[config.mk]
export PLATFORM = sky130hd
export DESIGN_NAME = video_ctrl_top
export DESIGN_NICKNAME = d
export VERILOG_FILES = /design/src/hw/video_regs_pkg.sv /design/src/hw/port_decoder.sv /design/src/hw/video_ports.sv /design/src/hw/raster_timer.sv /design/src/hw/raster_irq.sv /design/src/hw/video_ctrl_top.sv
export SDC_FILE = /design/constraint.sdc
export NUM_CORES = 1
export LEC_CHECK = 0
export BUFFER_PORTS_ARGS = -buffer_cell sky130_fd_sc_hd__buf_2
export CAP_MARGIN = 20
export CELL_PAD_IN_SITES_DETAIL_PLACEMENT = 0
export CELL_PAD_IN_SITES_GLOBAL_PLACEMENT = 1
export CORE_MARGIN = 3
export CORE_UTILIZATION = 46
export DETAILED_ROUTE_END_ITERATION = 8
export HOLD_SLACK_MARGIN = 0.08
export PLACE_DENSITY = 0.83
export SLEW_MARGIN = 40
export SYNTH_ARGS = -nofsm -noshare
export SYNTH_HDL_FRONTEND = slang
export SYNTH_HIERARCHICAL = 1
export SYNTH_SLANG_ARGS = --single-unit
[constraint.sdc]
create_clock -name clk -period 6.5 [get_ports clk]
set_input_delay 0 -clock clk [delete_from_list [all_inputs] [get_ports clk]]
set_output_delay 0 -clock clk [all_outputs]
set_load 0.1 [all_outputs]
[src/hw/video_regs_pkg.sv]
// extended port high bytes follow the tsconf map and the legacy opcodes sit on values no port decodes to
package video_regs_pkg;

    // **************************************************
    // port addresses
    // **************************************************
    localparam logic [7:0]  EXT_PORT_LO     = 8'hAF;
    localparam logic [7:0]  ZBORDER_PORT_LO = 8'hFE;
    localparam logic [15:0] ZVPAGE_PORT     = 16'h7FFD;

    // raster geometry, one column unit is two clocks
    localparam logic [7:0]  LINE_COLUMNS    = 8'd224;
    localparam logic [8:0]  FRAME_LINES     = 9'd320;

    localparam logic [7:0]  VPAGE_RESET     = 8'h05;
    localparam logic [7:0]  PALSEL_RESET    = 8'h0F;
    localparam logic [7:0]  HINT_RESET      = 8'd1;

    // **************************************************
    // register opcodes
    // **************************************************
    typedef enum logic [7:0] {
        REG_VCONF      = 8'h00,
        REG_VPAGE      = 8'h01,
        REG_GX_OFFS_L  = 8'h02,
        REG_GX_OFFS_H  = 8'h03,
        REG_GY_OFFS_L  = 8'h04,
        REG_GY_OFFS_H  = 8'h05,
        REG_TSCONF     = 8'h06,
        REG_PALSEL     = 8'h07,
        REG_BORDER     = 8'h0F,
        REG_TMPAGE     = 8'h16,
        REG_T0GPAGE    = 8'h17,
        REG_T1GPAGE    = 8'h18,
        REG_SGPAGE     = 8'h19,
        REG_HINT_BEG   = 8'h22,
        REG_VINT_BEG_L = 8'h23,
        REG_VINT_BEG_H = 8'h24,
        REG_T0X_OFFS_L = 8'h40,
        REG_T0X_OFFS_H = 8'h41,
        REG_T0Y_OFFS_L = 8'h42,
        REG_T0Y_OFFS_H = 8'h43,
        REG_T1X_OFFS_L = 8'h44,
        REG_T1X_OFFS_H = 8'h45,
        REG_T1Y_OFFS_L = 8'h46,
        REG_T1Y_OFFS_H = 8'h47,
        REG_ZVPAGE     = 8'hFD,    // legacy page format
        REG_ZBORDER    = 8'hFE     // legacy border format
    } video_reg_e;

    typedef struct packed {
        logic        valid;
        logic [15:0] addr;
        logic [7:0]  data;
    } cpu_wr_t;

    typedef struct packed {
        logic       valid;
        video_reg_e opcode;
        logic [7:0] data;
    } port_wr_t;

    typedef struct packed {
        logic [7:0] border;
        logic [7:0] vpage;
        logic [7:0] vconf;
        logic [7:0] palsel;
        logic [7:0] tsconf;
        logic [7:0] tmpage;
        logic [7:0] t0gpage;
        logic [7:0] t1gpage;
        logic [7:0] sgpage;
        logic [7:0] hint_beg;
        logic [8:0] gx_offs;
        logic [8:0] gy_offs;
        logic [8:0] t0x_offs;
        logic [8:0] t0y_offs;
        logic [8:0] t1x_offs;
        logic [8:0] t1y_offs;
        logic [8:0] vint_beg;
    } video_params_t;

    typedef struct packed {
        logic [8:0] line;
        logic [7:0] column;
    } raster_pos_t;

endpackage

[src/hw/port_decoder.sv]
// one write per clock with a fixed one cycle latency and writes to unknown or undefined ports are dropped
`timescale 1ns/1ns

module port_decoder
    import video_regs_pkg::*;
(
    input  logic     clk,
    input  logic     reset,
    input  cpu_wr_t  cpu_wr,
    output port_wr_t dec_wr
);

    video_reg_e ext_opcode;
    logic       ext_match;
    logic       zborder_match;
    logic       zvpage_match;
    logic       dec_valid;
    video_reg_e dec_opcode;
    logic [7:0] dec_data;

    // high bytes that name a real extended register
    function automatic logic ext_defined(video_reg_e op);
        case (op)
            REG_VCONF, REG_VPAGE, REG_GX_OFFS_L, REG_GX_OFFS_H,
            REG_GY_OFFS_L, REG_GY_OFFS_H, REG_TSCONF, REG_PALSEL,
            REG_BORDER, REG_TMPAGE, REG_T0GPAGE, REG_T1GPAGE,
            REG_SGPAGE, REG_HINT_BEG, REG_VINT_BEG_L, REG_VINT_BEG_H,
            REG_T0X_OFFS_L, REG_T0X_OFFS_H, REG_T0Y_OFFS_L, REG_T0Y_OFFS_H,
            REG_T1X_OFFS_L, REG_T1X_OFFS_H, REG_T1Y_OFFS_L, REG_T1Y_OFFS_H:
                ext_defined = 1'b1;
            default:
                ext_defined = 1'b0;
        endcase
    endfunction

    assign ext_opcode    = video_reg_e'(cpu_wr.addr[15:8]);
    assign ext_match     = (cpu_wr.addr[7:0] == EXT_PORT_LO) && ext_defined(ext_opcode);
    assign zborder_match = cpu_wr.addr[7:0] == ZBORDER_PORT_LO;
    assign zvpage_match  = cpu_wr.addr == ZVPAGE_PORT;

    always_ff @(posedge clk)
    begin
        if (reset)
            dec_valid <= 1'b0;
        else
            dec_valid <= cpu_wr.valid && (ext_match || zborder_match || zvpage_match);
    end

    always_ff @(posedge clk)
    begin
        dec_data <= cpu_wr.data;
        if (zvpage_match)
            dec_opcode <= REG_ZVPAGE;
        else if (zborder_match)
            dec_opcode <= REG_ZBORDER;
        else
            dec_opcode <= ext_opcode;
    end

    assign dec_wr = '{valid: dec_valid, opcode: dec_opcode, data: dec_data};

    // a valid opcode must be one of the register file's cases
    assert property (@(posedge clk) disable iff (reset)
        dec_wr.valid |-> ext_defined(dec_wr.opcode)
                         || dec_wr.opcode inside {REG_ZBORDER, REG_ZVPAGE})
        else $error("port_decoder emitted undefined opcode %h", dec_wr.opcode);

endmodule

[src/hw/video_ports.sv]
// shadowed fields reach params only after the next line_start and zvpage writes bypass the shadow
`timescale 1ns/1ns

module video_ports
    import video_regs_pkg::*;
(
    input  logic          clk,
    input  logic          reset,
    input  port_wr_t      dec_wr,
    input  logic          line_start,
    input  logic          int_start,
    output video_params_t params
);

    logic [7:0]  vpage_s;
    logic [7:0]  vconf_s;
    logic [7:0]  palsel_s;
    logic [7:0]  t0gpage_s;
    logic [7:0]  t1gpage_s;
    logic [8:0]  gx_offs_s;
    logic [8:0]  t0x_offs_s;
    logic [8:0]  t1x_offs_s;

    logic        zvpage_wr;
    logic [7:0]  zvpage_val;
    logic        vint_wr;
    logic [3:0]  vint_inc;
    logic [8:0]  vint_sum;
    logic [8:0]  vint_next;
    logic [66:0] vis_shadowed;

    assign zvpage_wr  = dec_wr.valid && dec_wr.opcode == REG_ZVPAGE;
    assign zvpage_val = {6'b000001, dec_wr.data[3], 1'b1};
    assign vint_wr    = dec_wr.valid && dec_wr.opcode inside {REG_VINT_BEG_L, REG_VINT_BEG_H};

    assign vint_sum   = params.vint_beg + {5'd0, vint_inc};
    // past line 319 the top bits read 101, clearing them takes off 320
    assign vint_next  = {(vint_sum[8:6] == 3'b101) ? 3'b000 : vint_sum[8:6], vint_sum[5:0]};

    // **************************************************
    // shadow registers
    // **************************************************
    always_ff @(posedge clk)
    begin
        if (reset)
        begin
            vpage_s    <= VPAGE_RESET;
            vconf_s    <= '0;
            palsel_s   <= PALSEL_RESET;
            t0gpage_s  <= '0;
            t1gpage_s  <= '0;
            gx_offs_s  <= '0;
            t0x_offs_s <= '0;
            t1x_offs_s <= '0;
        end
        else if (dec_wr.valid)
        begin
            case (dec_wr.opcode)
                REG_VPAGE:      vpage_s         <= dec_wr.data;
                REG_ZVPAGE:     vpage_s         <= zvpage_val;
                REG_VCONF:      vconf_s         <= dec_wr.data;
                REG_PALSEL:     palsel_s        <= dec_wr.data;
                REG_T0GPAGE:    t0gpage_s       <= dec_wr.data;
                REG_T1GPAGE:    t1gpage_s       <= dec_wr.data;
                REG_GX_OFFS_L:  gx_offs_s[7:0]  <= dec_wr.data;
                REG_GX_OFFS_H:  gx_offs_s[8]    <= dec_wr.data[0];
                REG_T0X_OFFS_L: t0x_offs_s[7:0] <= dec_wr.data;
                REG_T0X_OFFS_H: t0x_offs_s[8]   <= dec_wr.data[0];
                REG_T1X_OFFS_L: t1x_offs_s[7:0] <= dec_wr.data;
                REG_T1X_OFFS_H: t1x_offs_s[8]   <= dec_wr.data[0];
                default:        ;
            endcase
        end
    end

    // **************************************************
    // visible parameters
    // **************************************************
    always_ff @(posedge clk)
    begin
        if (reset)
        begin
            params   <= '{vpage: VPAGE_RESET, palsel: PALSEL_RESET, hint_beg: HINT_RESET,
                          default: '0};
            vint_inc <= '0;
        end
        else
        begin
            if (line_start)
            begin
                params.vpage    <= vpage_s;
                params.vconf    <= vconf_s;
                params.palsel   <= palsel_s;
                params.t0gpage  <= t0gpage_s;
                params.t1gpage  <= t1gpage_s;
                params.gx_offs  <= gx_offs_s;
                params.t0x_offs <= t0x_offs_s;
                params.t1x_offs <= t1x_offs_s;
            end

            if (int_start && !vint_wr)
                params.vint_beg <= vint_next;

            if (dec_wr.valid)
            begin
                case (dec_wr.opcode)
                    REG_BORDER:     params.border        <= dec_wr.data;
                    REG_ZBORDER:    params.border        <= {params.palsel[3:0], 1'b0,
                                                             dec_wr.data[2:0]};
                    REG_ZVPAGE:     params.vpage         <= zvpage_val;    // beats line_start
                    REG_TSCONF:     params.tsconf        <= dec_wr.data;
                    REG_TMPAGE:     params.tmpage        <= dec_wr.data;
                    REG_SGPAGE:     params.sgpage        <= dec_wr.data;
                    REG_HINT_BEG:   params.hint_beg      <= dec_wr.data;
                    REG_GY_OFFS_L:  params.gy_offs[7:0]  <= dec_wr.data;
                    REG_GY_OFFS_H:  params.gy_offs[8]    <= dec_wr.data[0];
                    REG_T0Y_OFFS_L: params.t0y_offs[7:0] <= dec_wr.data;
                    REG_T0Y_OFFS_H: params.t0y_offs[8]   <= dec_wr.data[0];
                    REG_T1Y_OFFS_L: params.t1y_offs[7:0] <= dec_wr.data;
                    REG_T1Y_OFFS_H: params.t1y_offs[8]   <= dec_wr.data[0];
                    REG_VINT_BEG_L: params.vint_beg[7:0] <= dec_wr.data;
                    REG_VINT_BEG_H:
                    begin
                        params.vint_beg[8] <= dec_wr.data[0];
                        vint_inc           <= dec_wr.data[7:4];
                    end
                    default:        ;
                endcase
            end
        end
    end

    assign vis_shadowed = {params.vpage, params.vconf, params.palsel, params.t0gpage,
                           params.t1gpage, params.gx_offs, params.t0x_offs, params.t1x_offs};

    // the timer's line_start is the only path for staged values to become visible
    assert property (@(posedge clk) disable iff (reset)
        !$past(reset) && !$past(line_start) && !$past(zvpage_wr) |-> $stable(vis_shadowed))
        else $error("shadowed field changed outside line_start");

endmodule

[src/hw/raster_timer.sv]
// free running raster with 448 clocks per line and 320 lines and no sync or blanking outputs
`timescale 1ns/1ns

module raster_timer
    import video_regs_pkg::*;
(
    input  logic        clk,
    input  logic        reset,
    output raster_pos_t pos,
    output logic        column_tick,
    output logic        line_start
);

    logic       phase;          // second clock of a column unit
    logic [7:0] col_cnt;
    logic [8:0] line_cnt;
    logic       last_column;
    logic       last_line;

    assign last_column = col_cnt == LINE_COLUMNS - 8'd1;
    assign last_line   = line_cnt == FRAME_LINES - 9'd1;

    // high on the clock whose edge moves the position on
    assign column_tick = phase;

    // **************************************************
    // counters
    // **************************************************
    always_ff @(posedge clk)
    begin
        if (reset)
        begin
            phase      <= 1'b0;
            col_cnt    <= '0;
            line_cnt   <= '0;
            line_start <= 1'b0;
        end
        else
        begin
            phase      <= ~phase;
            line_start <= phase && last_column;     // lands on first clock of column 0
            if (phase)
            begin
                if (last_column)
                begin
                    col_cnt  <= '0;
                    line_cnt <= last_line ? 9'd0 : line_cnt + 9'd1;
                end
                else
                    col_cnt <= col_cnt + 8'd1;
            end
        end
    end

    assign pos = '{line: line_cnt, column: col_cnt};

    assert property (@(posedge clk) disable iff (reset)
        pos.line < FRAME_LINES && pos.column < LINE_COLUMNS)
        else $error("raster position out of range %0d,%0d", pos.line, pos.column);

endmodule

[src/hw/raster_irq.sv]
// matches the upcoming column unit so the pulse falls in its first clock and hint_beg above 223 never fires
`timescale 1ns/1ns

module raster_irq
    import video_regs_pkg::*;
(
    input  logic        clk,
    input  logic        reset,
    input  raster_pos_t pos,
    input  logic        column_tick,
    input  logic [7:0]  hint_beg,
    input  logic [8:0]  vint_beg,
    output logic        int_start
);

    logic       last_column;
    logic [7:0] next_column;
    logic [8:0] next_line;
    logic       hit;

    assign last_column = pos.column == LINE_COLUMNS - 8'd1;
    assign next_column = last_column ? 8'd0 : pos.column + 8'd1;

    always_comb
    begin
        if (!last_column)
            next_line = pos.line;
        else if (pos.line == FRAME_LINES - 9'd1)
            next_line = 9'd0;
        else
            next_line = pos.line + 9'd1;
    end

    assign hit = column_tick && next_line == vint_beg && next_column == hint_beg;

    always_ff @(posedge clk)
    begin
        if (reset)
            int_start <= 1'b0;
        else
            int_start <= hit;
    end

    assert property (@(posedge clk) disable iff (reset)
        int_start |=> !int_start)
        else $error("int_start held for two clocks");

endmodule

[src/hw/video_ctrl_top.sv]
// single clock video control block whose cpu writes are never back-pressured
`timescale 1ns/1ns

module video_ctrl_top
    import video_regs_pkg::*;
(
    input  logic          clk,
    input  logic          reset,
    input  cpu_wr_t       cpu_wr,
    output video_params_t params,
    output raster_pos_t   pos,
    output logic          line_start,
    output logic          int_start
);

    port_wr_t dec_wr;
    logic     column_tick;

    // **************************************************
    // write pipeline
    // **************************************************
    port_decoder i_port_decoder (
        .clk    (clk),
        .reset  (reset),
        .cpu_wr (cpu_wr),
        .dec_wr (dec_wr)
    );

    video_ports i_video_ports (
        .clk        (clk),
        .reset      (reset),
        .dec_wr     (dec_wr),
        .line_start (line_start),
        .int_start  (int_start),
        .params     (params)
    );

    // **************************************************
    // raster and interrupt
    // **************************************************
    raster_timer i_raster_timer (
        .clk         (clk),
        .reset       (reset),
        .pos         (pos),
        .column_tick (column_tick),
        .line_start  (line_start)
    );

    raster_irq i_raster_irq (
        .clk         (clk),
        .reset       (reset),
        .pos         (pos),
        .column_tick (column_tick),
        .hint_beg    (params.hint_beg),
        .vint_beg    (params.vint_beg),     // steps after every pulse
        .int_start   (int_start)
    );

endmodule

==> results.md <==
* Die H at 158 µm
* Slew @ Worst Pin at 0.801 ns
* Root Buffer: clkbuf_16
* Area of the multi-input gates at 5210 µm²
* Worst setup SP type: flop
* Largest fanout on the critical path at 16
* Mux share of post-synthesis cell area at 13.1%
* Vias per cell at around 5.5
* Area grow syn2layout at 21.4%
* TritonCTS buffer count at 27
* Final slew viol count at 0
* Worst skew pair latency at 0.54 ns
* Hold Buf Count CTS at 27
* Final TNS setup at 0 ns
* Sequential share of the synthesized area at 47.5%
* Synth warnings at 6
* Number of diodes at 0
* Initial DRC count at approximately 650
* CP endpoint: i_raster_irq/int_start
* Post_cts resized at 0
* PnR Total Power at 3250 µW
* H-tree Lvls at 1
* I/O Pins at around 190
* Max-cap violations at 0
* CP endpoint kind: flop
* Synth Area in Compound Gates at roughly a tenth
* GRT Residual Overflow at 0
* Slew HR at 46.6%
* Fill count at 2032
* WL met3 at about 2200 µm
* Nets@finish at 1365
* Vias post-DR at about 9000
* Global-route usage over all layers at 22.4%
* Share of cells above drive strength 1 at 20.3%
* CP startpoint: i_raster_timer/col_cnt[0]
* FF+latch count, synth at about 250
* Req. time, crit path at 6.95 ns
* Mean post-synth cell area at 9.18 µm²
* Max Buffers Root-to-Sink at 3
* Post-route ant nets at 0
* Routed len/inst at between 15 and 20 µm
* Count of final hold-check violations at 0
* CTS tree: done
* Die area at 24900 µm²
* Initial Utilization at 47.6%
* Final setup violation count at 0
* Hold_ws at 0.103 ns
* Num rows at between 50 and 60
* Number of global-route vias before repair at 8340
* Worst hold path type: primary input to flop
* Clock skew at between 0.01 and 0.015 ns
* Synth cell types at 74
* Adder-cell share of the synthesized area at 1.13%
* RR Startpoint: i_raster_timer/col_cnt[0]
* Crit path cell chain: ha_1 > nand4_4 > or4_1 > and3_1 > a211o_1 > or4_1 > nor4_2
* Sink Count at 251
* Setup Fix Bufs, Post-CTS at 0
* Metal1 wirelength at 12500 µm
* RR Endpoint: i_raster_irq/int_start
* P_leak at 0.00518 µW
* Worst R2R Setup Slack at 3.57 ns
* Critical Path AT at approximately 3.4 ns
* Synth Instances at 1154
* Slowest Stage Delay on Critical Path at between 0.5 and 0.6 ns
* Seq. cell area at around 5000 µm²
* Core Box Area at between 20000 and 25000 µm²
* R2r worst-path depth at 7
* Worst VDD drop at ~0.00025 V
* Synth Flop Type: dfxtp_1
* Met2 WL at 13300 µm
* Largest net degree at the start of global routing at around 100
* Synth Area in Simple Gates at 22.6%
* Drt first pass iters at 5
* Minimum clock period at 2.93 ns
* Status: complete, no violations
* Routed WL at 28700 µm
* Die X at 158 µm
* Dpl hpwl at 18500 µm
* Layout Cells excl Fill at 1628
* Critical Path Most Common Cell: or4_1
* Fmax at 341 MHz
* XOR/XNOR share of the synthesized area at 2.23%
* EDFF count, synth at 0
* Highest routed layer: met4
* Power per cell area at about 250 nW/µm²
* Synth async-reset ratio at 0%
* Residual DRC count at 0
* RSZ-0062 raised after global routing: no
* PortBufs at 188
* Clock-pin slew on the worst setup and hold paths at 0.06 ns
* First-pass GRT wire length at 45000 µm
* Placed cell count at 1553
* Antenna violations before repair at 0
* CP max-delay cell: or4_1
* Crit Path Category: flop to flop
* Synthesized Nets at 1190
* Final period util at 45.1%
* Post-Syn Area at 10600 µm²
* Placer Congestion at 0.878
* Main combinational cell family by area after synthesis: simple AND/OR/NAND/NOR gates
==> cell usage after synthesis, drive strengths merged, types with 3 or more instances <==
cell,instances,area (µm²)
a21oi,69,345
nor4b,3,32.5
dfxtp,251,5020
ha,8,100
nor3b,4,35.0
inv,9,33.8
o211ai,4,30.0
a31oi,4,25.0
a311oi,6,52.6
nand3b,10,75.1
nand4,14,109
o2111ai,5,43.8
xor2,12,105
or3b,3,26.3
mux2,3,33.8
or3,9,56.3
o31ai,4,30.0
xnor2,15,131
nor4,16,128
a21o,6,45.0
or4b,3,30.0
nand2,87,327
o22ai,3,25.0
nand3,80,405
and2,3,18.8
or4,7,52.6
nor3,16,103
o21ai,14,70.1
clkbuf,57,215
nand4b,5,43.8
a22oi,7,52.6
a211o,12,105
or2,4,25.0
a211oi,12,95.1
nor2b,18,113
nor2,168,636
and3,6,37.5
buf,24,118
nand2b,16,100
mux2i,135,1350
==> state kept, by name (all words and copies together), names as in the netlist, 9 cells and up <==
name,count
i_video_ports/params,143
i_raster_timer/line_cnt,9
i_video_ports/gx_offs_s,9
i_video_ports/t0x_offs_s,9
i_video_ports/t1x_offs_s,9
==> power breakdown <==
part	internal [µW]	switching [µW]
clock	928	615
sequential	1550	30.4
combinational	41.7	85.3
==> metrics by stage <==
stage	setup slack [ns]	utilization, %	cell area, µm²
floorplan	3.08	-	10600
global placement	3.67	52.4	11700
detailed placement	3.60	52.5	11700
CTS	3.55	57.8	12900
global route	3.40	57.8	12900
finish	3.57	57.8	12900
==> logic make-up after synthesis <==
family                   Yosys count
multiplexers                     138
AO/OA/AOI/OAI                    162
flip-flops                       251
AND/OR/NAND/NOR                  477
adder cells (fa/ha/maj)            9
buffers and inverters             90
XOR/XNOR                          27
==> cells in the final DEF, fill, tap and decap left out, types with 10 or more instances in the layout <==
| cell type | instances |
|---|---|
| dfxtp_1 | 245 |
| buf_2 | 187 |
| nor2_1 | 164 |
| mux2i_1 | 135 |
| nand2_1 | 87 |
| nand3_1 | 79 |
| a21oi_1 | 69 |
| clkbuf_16 | 28 |
| dlygate4sd3_1 | 27 |
| nor2b_1 | 18 |
| nand2b_1 | 16 |
| xnor2_1 | 15 |
| nor3_1 | 14 |
| nor4_1 | 12 |
| nand4_1 | 12 |
| o21ai_0 | 12 |
| xor2_1 | 12 |
| a211o_1 | 12 |
| a211oi_1 | 11 |
| nand3b_1 | 10 |
==> final cells by class <==
cell class	instances	share of cell area [%]
well taps	280	2.73
repair buffers	227	10.3
inverters	9	0.263
flip-flops and latches	251	39.2
clock inverters	9	0.905
clock buffers	39	6.16
multi-input cells	813	40.5
==> how the worst min path moves through the flow <==
stage,from,to,slack [ns],cells past startpoint
final,cpu_wr[0],i_port_decoder/dec_data[0],0.10,2
after global routing,cpu_wr[0],i_port_decoder/dec_data[0],0.1,2
after CTS,cpu_wr[10],i_port_decoder/dec_opcode[4],0.08,4
after detailed placement,cpu_wr[6],i_port_decoder/dec_data[6],0.10,1
after global placement,cpu_wr[6],i_port_decoder/dec_data[6],0.10,1
after floorplan,cpu_wr[0],i_port_decoder/dec_data[0],0.03,0
==> worst max-delay path: cells and delay by family, from the launching register on <==
family,cells,cell delay [ns]
adders and majority gates,1,0.34
AOI/OAI and AO/OA,1,0.26
DFF,1,0.50
and+or+nand+nor,5,1.73
==> layer usage <==
metal  vias up  global-route usage [%]
met4         0                    6.03
met1      4247                    30.1
met5         -                       0
li1       4410                       -
met2       240                    35.7
met3        50                    6.01
No activity file was read; power rests on OpenSTA's default activity.
